## src/common/wb_config.svh

```systemverilog
`ifndef WB_CONFIG_SVH
`define WB_CONFIG_SVH

// datapath width of the integer core
`define XLEN 64

// register index width, enough for x0..x31
`define REG_ADDR_W 5

// integer registers including x0
`define REG_COUNT 32

`endif

```

## src/common/wb_pkg.sv

```systemverilog
`include "wb_config.svh"

package wb_pkg;

    // width change applied to the result before the register write
    typedef enum logic [2:0] {
        FULL   = 3'd0,
        SEXT_W = 3'd1,
        ZEXT_W = 3'd2,
        SEXT_H = 3'd3,
        ZEXT_H = 3'd4,
        SEXT_B = 3'd5,
        ZEXT_B = 3'd6
    } ext_mode_e; // 3'd7 unused, no write

    // which unit produced the retiring value
    typedef enum logic {
        SRC_EX  = 1'b0,
        SRC_MEM = 1'b1  // load data
    } res_src_e;

    typedef struct packed {
        logic [7:0] b1;
        logic [7:0] b0;
    } half_s;

    typedef struct packed {
        half_s h1;
        half_s h0;
    } word_s;

    typedef struct packed {
        word_s w1;
        word_s w0;  // low word, what the W/H/B modes look at
    } dword_s;

    // one result word, seen whole or broken down for the extend logic
    typedef union packed {
        logic [`XLEN-1:0] dword;
        dword_s           words;
    } wb_data_u;

endpackage

```

## src/common/rf_write_if.sv

```systemverilog
`timescale 1ns/1ps
`include "wb_config.svh"

// single write port into the integer register file
interface rf_write_if;

    logic                   wen;     // one-cycle strobe, no back-pressure
    logic [`REG_ADDR_W-1:0] waddr;
    logic [`XLEN-1:0]       wdata;   // already extended
    logic                   halted;  // sticky ebreak flag rides along to the top

    modport source (
        output wen,
        output waddr,
        output wdata,
        output halted
    );

    // register file only needs the write itself
    modport sink (
        input wen,
        input waddr,
        input wdata
    );

endinterface

```

## src/design/wb_select.sv

```systemverilog
`timescale 1ns/1ps
`include "wb_config.svh"

module wb_select (
    input  logic                   clk,
    input  logic                   rst_n,

    input  logic                   ret_valid,
    input  logic                   ret_wen,
    input  logic [`REG_ADDR_W-1:0] ret_rd,
    input  wb_pkg::res_src_e       ret_src,
    input  wb_pkg::ext_mode_e      ret_ext,
    input  logic                   ret_store,
    input  logic [31:0]            ret_imm,
    input  logic [`XLEN/8-1:0]     ret_mask,
    input  logic                   ret_ebreak,
    input  logic [`XLEN-1:0]       ret_pc,

    input  logic [`XLEN-1:0]       ex_res,
    input  logic [`XLEN-1:0]       mem_res,

    rf_write_if.source             rf,

    output logic                   st_req,
    output logic [31:0]            st_imm,
    output logic [`XLEN-1:0]       st_data,
    output logic [`XLEN/8-1:0]     st_mask,

    output logic [`XLEN-1:0]       commit_pc
);

    wb_pkg::wb_data_u res;
    logic [`XLEN-1:0] ext_val;
    logic             ext_ok;
    logic             halted_q;
    logic             taken;
    logic             take_ebreak;
    logic             take_store;

    assign taken       = ret_valid && !halted_q;  // nothing retires once halted
    assign take_ebreak = taken && ret_ebreak;
    assign take_store  = taken && !ret_ebreak && ret_store;

    // result source, then width handling through the union views
    always_comb begin
        res.dword = (ret_src == wb_pkg::SRC_MEM) ? mem_res : ex_res;
        ext_ok    = 1'b1;
        case (ret_ext)
            wb_pkg::FULL:   ext_val = res.dword;
            wb_pkg::SEXT_W: ext_val = {{32{res.words.w0[31]}}, res.words.w0};
            wb_pkg::ZEXT_W: ext_val = {32'd0, res.words.w0};
            wb_pkg::SEXT_H: ext_val = {{48{res.words.w0.h0[15]}}, res.words.w0.h0};
            wb_pkg::ZEXT_H: ext_val = {48'd0, res.words.w0.h0};
            wb_pkg::SEXT_B: ext_val = {{56{res.words.w0.h0.b0[7]}}, res.words.w0.h0.b0};
            wb_pkg::ZEXT_B: ext_val = {56'd0, res.words.w0.h0.b0};
            default: begin
                ext_val = res.dword;
                ext_ok  = 1'b0;  // unknown mode drops the write
            end
        endcase
    end

    // ebreak beats store, store beats register write
    assign rf.wen    = taken && !ret_ebreak && !ret_store && ret_wen
                       && (ret_rd != '0) && ext_ok;
    assign rf.waddr  = ret_rd;
    assign rf.wdata  = ext_val;
    assign rf.halted = halted_q;

    assign st_req  = take_store;
    assign st_imm  = ret_imm;
    assign st_data = res.dword;  // memory gets the raw value, lanes picked by mask
    assign st_mask = ret_mask;

    always_ff @(posedge clk or negedge rst_n) begin
        if (!rst_n) begin
            halted_q <= 1'b0;
        end else if (take_ebreak) begin
            halted_q <= 1'b1;  // held until reset
        end
    end

    // trace pc of the last taken retire
    always_ff @(posedge clk or negedge rst_n) begin
        if (!rst_n) begin
            commit_pc <= '0;
        end else if (taken) begin
            commit_pc <= ret_pc;
        end
    end

endmodule

```

## src/regfile/regfile.sv

```systemverilog
`timescale 1ns/1ps
`include "wb_config.svh"

module regfile (
    input  logic                   clk,
    input  logic                   rst_n,

    rf_write_if.sink               wr,

    // a feeds the store base, b the debug read
    input  logic [`REG_ADDR_W-1:0] raddr_a,
    input  logic [`REG_ADDR_W-1:0] raddr_b,
    output logic [`XLEN-1:0]       rdata_a,
    output logic [`XLEN-1:0]       rdata_b
);

    logic [`XLEN-1:0] regs [`REG_COUNT];

    // x0 filtering happens upstream, the array just takes the strobe
    always_ff @(posedge clk or negedge rst_n) begin
        if (!rst_n) begin
            for (int i = 0; i < `REG_COUNT; i++) begin
                regs[i] <= '0;
            end
        end else if (wr.wen) begin
            regs[wr.waddr] <= wr.wdata;
        end
    end

    // combinational reads, x0 hardwired to zero
    assign rdata_a = (raddr_a == '0) ? '0 : regs[raddr_a];
    assign rdata_b = (raddr_b == '0) ? '0 : regs[raddr_b];

endmodule

```

## src/design/store_unit.sv

```systemverilog
`timescale 1ns/1ps
`include "wb_config.svh"

module store_unit (
    input  logic               clk,
    input  logic               rst_n,

    input  logic               st_req,
    input  logic [`XLEN-1:0]   st_base,   // rs1 as read this cycle
    input  logic [31:0]        st_imm,
    input  logic [`XLEN-1:0]   st_data,
    input  logic [`XLEN/8-1:0] st_mask,

    output logic               st_valid,
    output logic [`XLEN-1:0]   st_addr,
    output logic [`XLEN-1:0]   st_data_q,
    output logic [`XLEN/8-1:0] st_mask_q
);

    logic [`XLEN-1:0] eff_addr;

    // base plus sign-extended offset
    assign eff_addr = st_base + {{(`XLEN-32){st_imm[31]}}, st_imm};

    // one-cycle strobe to data memory
    always_ff @(posedge clk or negedge rst_n) begin
        if (!rst_n) begin
            st_valid <= 1'b0;
        end else begin
            st_valid <= st_req;
        end
    end

    // payload only loads on a request, qualified by st_valid downstream
    always_ff @(posedge clk) begin
        if (st_req) begin
            st_addr   <= eff_addr;
            st_data_q <= st_data;
            st_mask_q <= st_mask;
        end
    end

endmodule

```

## src/design/wb_top.sv

```systemverilog
`timescale 1ns/1ps
`include "wb_config.svh"

module wb_top (
    input  logic                   clk,
    input  logic                   rst_n,

    // retire strobe from the memory stage
    input  logic                   ret_valid,
    input  logic                   ret_wen,
    input  logic [`REG_ADDR_W-1:0] ret_rd,
    input  wb_pkg::res_src_e       ret_src,
    input  wb_pkg::ext_mode_e      ret_ext,
    input  logic                   ret_store,
    input  logic [`REG_ADDR_W-1:0] ret_rs1,
    input  logic [31:0]            ret_imm,
    input  logic [`XLEN/8-1:0]     ret_mask,
    input  logic                   ret_ebreak,
    input  logic [`XLEN-1:0]       ret_pc,

    input  logic [`XLEN-1:0]       ex_res,
    input  logic [`XLEN-1:0]       mem_res,

    input  logic [`REG_ADDR_W-1:0] dbg_raddr,
    output logic [`XLEN-1:0]       dbg_rdata,

    output logic                   halted,
    output logic [`XLEN-1:0]       commit_pc,

    // data memory write side
    output logic                   st_valid,
    output logic [`XLEN-1:0]       st_addr,
    output logic [`XLEN-1:0]       st_data,
    output logic [`XLEN/8-1:0]     st_mask
);

    rf_write_if rf_wr ();

    logic                   st_req;
    logic [31:0]            st_imm;
    logic [`XLEN-1:0]       st_wdata;
    logic [`XLEN/8-1:0]     st_wmask;
    logic [`XLEN-1:0]       st_base;

    wb_select u_wb_select (
        .clk        (clk),
        .rst_n      (rst_n),
        .ret_valid  (ret_valid),
        .ret_wen    (ret_wen),
        .ret_rd     (ret_rd),
        .ret_src    (ret_src),
        .ret_ext    (ret_ext),
        .ret_store  (ret_store),
        .ret_imm    (ret_imm),
        .ret_mask   (ret_mask),
        .ret_ebreak (ret_ebreak),
        .ret_pc     (ret_pc),
        .ex_res     (ex_res),
        .mem_res    (mem_res),
        .rf         (rf_wr.source),
        .st_req     (st_req),
        .st_imm     (st_imm),
        .st_data    (st_wdata),
        .st_mask    (st_wmask),
        .commit_pc  (commit_pc)
    );

    regfile u_regfile (
        .clk     (clk),
        .rst_n   (rst_n),
        .wr      (rf_wr.sink),
        .raddr_a (ret_rs1),    // store base
        .raddr_b (dbg_raddr),
        .rdata_a (st_base),
        .rdata_b (dbg_rdata)
    );

    store_unit u_store_unit (
        .clk       (clk),
        .rst_n     (rst_n),
        .st_req    (st_req),
        .st_base   (st_base),
        .st_imm    (st_imm),
        .st_data   (st_wdata),
        .st_mask   (st_wmask),
        .st_valid  (st_valid),
        .st_addr   (st_addr),
        .st_data_q (st_data),
        .st_mask_q (st_mask)
    );

    assign halted = rf_wr.halted;

endmodule

```

## config.mk

```make
export PLATFORM = sky130hd
export DESIGN_NAME = wb_top
export DESIGN_NICKNAME = d
export VERILOG_FILES = /design/src/common/wb_pkg.sv /design/src/common/rf_write_if.sv /design/src/design/wb_select.sv /design/src/regfile/regfile.sv /design/src/design/store_unit.sv /design/src/design/wb_top.sv
export VERILOG_INCLUDE_DIRS = /design/src /design/src/common
export SDC_FILE = /design/constraint.sdc
export NUM_CORES = 2
export LEC_CHECK = 0
export BUFFER_PORTS_ARGS = -buffer_cell sky130_fd_sc_hd__buf_2
export CAP_MARGIN = 10
export CORE_UTILIZATION = 50
export DETAILED_ROUTE_END_ITERATION = 16
export PLACE_DENSITY = 0.67
export SLEW_MARGIN = 20
export SYNTH_ARGS = -nofsm -noshare
export SYNTH_HDL_FRONTEND = slang
export SYNTH_SLANG_ARGS = --single-unit
export TNS_END_PERCENT = 20
```

## constraint.sdc

```tcl
create_clock -name clk -period 12.1 [get_ports clk]
set_input_delay 0.605 -clock clk [delete_from_list [all_inputs] [get_ports clk]]
set_output_delay 0.605 -clock clk [all_outputs]
set_load 0.005 [all_outputs]
```

---- Word level (Yosys, flattened, before mapping) ----
Cells that the tools add are included.
word-level totals
  register bits after elaboration ......... 2,250
  input port bits ......................... 257
  output and inout bits ................... 266
  logic and storage cells ................. 83
cells by class
  $add $sub $neg .......................... 1
  order comparisons ....................... 4
  equality and inequality tests ........... 6
  mux-type cells .......................... 14
  bitwise gates (word level) .............. 3
  reductions and logical operators ........ 17
operators by type and width
  cell                                                        number
  bitwise mux 2048 bit                                        1
  binary-select mux 64 bit (select 5 bit)                     2
  2-to-1 mux 64 bit                                           8
  one-hot mux 64 bit (6 select lines)                         1
  demux 64 bit (select 5 bit)                                 1
  adder 64 bit                                                1
  greater-or-equal comparator 6 bit, second input constant    3
  NOT 5 -> 6 bit                                              3
  logical NOT 5 bit                                           2
  == test 3 bit, second input constant                        3
  logical AND 1 bit                                           9
  OR reduction 7 bit                                          1
  == test 3 x 2 -> 1 bit, second input constant               2
  less-than comparator 6 x 1 -> 1 bit, second input constant  1
  nonzero test 5 bit                                          1
  == test 3 x 1 -> 1 bit, second input constant               1
  logical NOT 1 bit                                           3
  logical NOT 3 bit                                           1
  2-to-1 mux 1 bit                                            1

---- Logic depth before layout (Yosys ltp) ----
  word-level depth ........................ 7
  mapped depth ............................ 21
  gate-level depth less buffers ........... 16

---- By module ----
Synthesis repeated with hierarchy kept, for this count alone.
unflattened totals
  cells, all modules ...................... 8,093
  area total of the unflattened synthesis .. 121,422.7 um2
by module, submodules not included
  module      times used  cells an instance  area an instance (um2)  seq. area each (um2)
  regfile     1           7,036              109,418.7               51,249.2
  store_unit  1           662                7,771.2                 4,108.9
  wb_select   1           395                4,232.8                 1,626.6

---- Worst setup path before layout ----
OpenSTA, ideal clock, no wires.
  path type ............................... in2reg
  start ................................... input ret_valid
  end ..................................... register u_store_unit.st_addr[0], enable pin
  library setup time ...................... 513 ps
  arrival ................................. 4,691 ps
  data required time ...................... 11,587 ps
  setup slack ............................. 6,895 ps
  stages .................................. 4
  path buffers ............................ 2
  cells stage by stage .................... nor2b_1 -> clkbuf_1 -> clkbuf_1 -> and3b_1
between the ends
  longest elaborated chain between the ends .. 3
RTL lines
  element                         RTL line          source
  from (decl)                     wb_top.sv:9       input logic ret_valid,
  logical AND 1 bit               wb_select.sv:40   assign taken = ret_valid && !halted_q;
  logical AND 1 bit (2 in a row)  wb_select.sv:42   assign take_store = taken && !ret_ebreak && ret_store;
  named net st_req                wb_top.sv:39      logic st_req;
  to (signal assigned)            store_unit.sv:37  st_addr <= eff_addr;
  to (decl)                       store_unit.sv:15  output logic [`XLEN-1:0] st_addr,
The timed path passes the listed nets, and every way through them passes these cells.
A chain may end at the register's enable or synchronous reset.

---- Worst setup path after layout ----
  start ................................... input ret_rs1[1]
  end ..................................... register u_store_unit.st_addr[61] (data pin)
between the ends
  longest elaborated chain between the ends .. 6
  elaborated cells on any way between the ends .. 7
  those cells by class .................... add/sub (1); mux (4); bitwise (1); reduce/logical (1)
RTL lines
  element                                               RTL line          source
  from (decl)                                           wb_top.sv:15      input logic [`REG_ADDR_W-1:0] ret_rs1,
  NOT 5 -> 6 bit (not written as such)                  regfile.sv:31     assign rdata_a = (raddr_a == '0) ? '0 : regs[raddr_a];
  binary-select mux 64 bit (select 5 bit)               regfile.sv:31
  2-to-1 mux 64 bit (not written as such) (2 in a row)  regfile.sv:31
  2-to-1 mux 64 bit (*)                                 regfile.sv:31
  adder 64 bit (*)                                      store_unit.sv:23  assign eff_addr = st_base + {{(`XLEN-32){st_imm[31]}}, st_imm};
  named net u_store_unit.eff_addr[61]                   store_unit.sv:20  logic [`XLEN-1:0] eff_addr;
Mark *: on every way through the listed nets, which the timed path passes. The rest lies on a longest branch. The select of a mux whose other input is x is not followed.

==> reports/qor.txt <==
Die width -> 483 µm
Synth area leader -> dfrtp_1
Arrival time worst endpoint -> 6790 ps
H-Tree Depth -> 4
Area share of the largest cell type after synthesis -> 0.458
Routed Wire Length -> 373 mm
Mapped cell area -> 116000 µm²
Layout area overhead -> 11.6%
GP Congestion -> 0.927
Yosys warns -> 0
1st-iter DRT viols -> 10591
Dpl hpwl -> 219 mm
Nets -> 10123
MaxCap Viol Count -> 0
First-pass GRT wire length -> 553 mm
HP Start -> mem_res[63]
Worst Skew -> 37.4 ps
Inserted Clock Buffers -> 231
Antenna violations before repair -> 24
Post-Syn Area per Cell -> 11.7 µm²
Achievable Freq -> 0.162 GHz
Worst r2r src -> u_regfile.regs[769]$_DFFE_PN0P_
Worst Setup SP -> ret_rs1[1]
Clock root buffer -> clkbuf_16
Dominant cells by area after synthesis -> dfrtp_1 (46%), mux4_2 (24%), o21ai_0 (8.8%), nand2_1 (6.8%), edfxtp_1 (3.5%)
Initial Util -> 0.503
Async set or reset register ratio after synthesis -> 0.940
Power density over cell area -> 129 nW/µm²
FF+latch count, synth -> 2250
GRT overflow -> 0
Clock Latency Late Sink -> 900 ps
Port buffer count -> 522
Crit Path Class -> in -> reg
Post-synth EDFFs -> 136
Slowest cell on the critical path -> mux2i_1
Setup TNS -> 0 ps
Vias -> 84739
Startpoint types -> input pin
Hold Crit Endpoint -> u_store_unit.st_data_q[63]$_DFFE_PP_
Layout cells sized above 1 -> 0.253
Non-Filler Instances -> 13034
Post-CTS Setup Inserts -> 0
CTS tree -> yes
Avg WL per Cell -> 28.6 µm
CP endpoint kind -> flip-flop
Placed insts -> 12513
Worst Max-Slew Pin Slew -> 1280 ps
Worst slew margin -> 0.144
Crit-path cells -> buf_8 > buf_12 > buf_4 > mux4_2 > mux4_2 > mux2i_1 > nor2_1 > ha_1 > nand4_1 > nor3_1 > o21a_1 > o31ai_1 > a211oi_2 > o211ai_2 > a211oi_2 > and4_1 > a211oi_1
Vias per cell -> 6.50
Pin count of the biggest net entering global routing -> 172
Worst R2R Path Depth -> 16
Post_cts resized -> 0
Slew Viols, Final -> 0
Vias in the first global route -> 83892
Ys flop type -> dfrtp_1
Final Hold Viols -> 0
Worst reg-to-reg setup slack -> 6910 ps
Worst vdd ir -> 0.000147 V
Final ANT Viol Nets -> 0
TritonRoute pass-1 iters -> 6
Outcome -> finished clean
Commonest non-fill, non-tap cell in the layout -> dfrtp_1
CP max FO -> 98
Hold Path Class -> in -> reg
GRT Overall Usage -> 0.322
Cell Rows -> 176
Post-Syn Instances -> 9875
CTS sink count -> 2250
Count of final setup violators -> 0
Ports -> 523
Post-Syn Nets -> 10196
Synth cell types -> 73
Most frequent cells in the layout -> dfrtp_1 (2114), nand2_1 (2048), o21ai_0 (2034)
Die height -> 483 µm
Crit-path max cell delay -> 670 ps
Hold buffer count at CTS -> 80
Buf/Inv on CP -> 3
Die area -> 233000 µm²
Leakage -> 55.0 nW
Clock slew at reported path FFs -> 60 ps
Clock period minus worst slack -> 6170 ps
Required time of the critical path -> 12720 ps
Core area -> 230000 µm²
Seq/Total Area, Yosys -> 0.493
Worst R2R End -> u_store_unit.st_addr[61]$_DFFE_PP_
RSZ-0062 raised after global routing -> no
Fraction of the cycle the final worst path needs -> 0.510
Cell family with the largest share of critical-path delay -> buffers and inverters
Hold WS -> 52.0 ps
DRC violations left -> 0
CTS Buffer Depth -> 3
Hold Path Cell Cnt -> 2
[flip-flops by register name, summed over array words and instances, names as in the netlist]
register                flops
u_regfile.regs           2048
u_store_unit.st_mask_q      8
u_store_unit.st_data_q     64
u_wb_select.rf.halted       1
u_store_unit.st_valid       1
u_wb_select.commit_pc      64
u_store_unit.st_addr       64
[power breakdown]
group          internal (mW)  leakage, nW  switching [mW]
Clock                   4.38         3.96            3.16
Combinational          0.439         20.4           0.918
Sequential              7.66         30.6          0.0447
Total                   12.5         55.0            4.12
[stage by stage]
step           area (µm²)   util  worst slack, ps  power (mW)
4_1_cts            129000  0.560             6050        16.6
5_1_grt            129000  0.561             5540        17.0
3_3_place_gp       120000  0.521             5130        9.13
3_5_place_dp       120000  0.522             5080        9.16
2_1_floorplan      116000      -             6900        8.57
6_report           129000  0.561             5930        16.6
[worst max path at each step]
stage,to,cells past startpoint,slack [ps]
6_report,u_store_unit.st_addr[61]$_DFFE_PP_,17,5930
5_1_grt,u_store_unit.st_addr[62]$_DFFE_PP_,16,5540
4_1_cts,u_store_unit.st_addr[61]$_DFFE_PP_,17,6050
3_5_place_dp,u_store_unit.st_addr[61]$_DFFE_PP_,17,5080
3_3_place_gp,u_store_unit.st_addr[62]$_DFFE_PP_,16,5130
2_1_floorplan,u_store_unit.st_addr[0]$_DFFE_PP_,4,6900
[synthesized netlist by cell type, drive strengths merged, types with 6 or more instances]
cell / n
a31oi: 6
mux2: 122
xor2: 29
o21a: 12
and3: 12
xnor2: 32
mux2i: 156
nand2b: 8
a21boi: 18
nand2: 2080
mux4: 1207
inv: 21
nor2b: 80
clkbuf: 869
nor3: 13
nand4: 19
a211oi: 137
ha: 63
o21ai: 2037
a21oi: 196
o21bai: 13
a21o: 38
edfxtp: 136
nand3: 14
dfrtp: 2114
buf: 214
nor2: 171
[worst register-to-register path, stage by stage, from the launching register on]
cell and delay [ps]:
dfrtp_1 390, mux4_2 470, nor2b_1 140, a211oi_1 240
a21oi_1 90, mux2i_1 780, nor2_1 170, ha_1 340
a21o_1 120, nand4_1 230, a21oi_1 410, o31ai_1 180
a211oi_2 400, o211ai_2 250, a211oi_2 430, and4_1 240
a211oi_1 50
[metal layers]
layer,part of all wire,global-route usage
met1,0.39,0.446
met2,0.46,0.492
met3,0.11,0.0788
met4,0.045,0.132
met5,0.00043,0
[cell families (layout without fill, tap and decap cells)]
| logic type | count (synthesis) | count (layout) | synth area share |
|---|---|---|---|
| AOI/OAI and AO/OA | 2484 | 2484 | 0.113 |
| xor gates and xnor gates | 61 | 61 | 0.00462 |
| adders and majority gates | 64 | 64 | 0.00699 |
| buffers and inverters | 1105 | 1233 | 0.0384 |
| DFF | 2250 | 2250 | 0.493 |
| muxes | 1485 | 1485 | 0.261 |
| other | 0 | 5 | 0 |
| and+or+nand+nor | 2426 | 2426 | 0.0829 |
[area by class of cell]
type / instances / area [µm²]
diodes: 5 / 12.5
clock buffers: 342 / 6870
clock inverters: 92 / 1180
fillers: 18716 / 101000
inverters: 21 / 78.8
multi-input cells: 6520 / 55000
flip-flops and latches: 2250 / 57000
well taps: 3026 / 3790
repair buffers: 778 / 5110
Note: power is estimated with default switching activity, not from simulation.
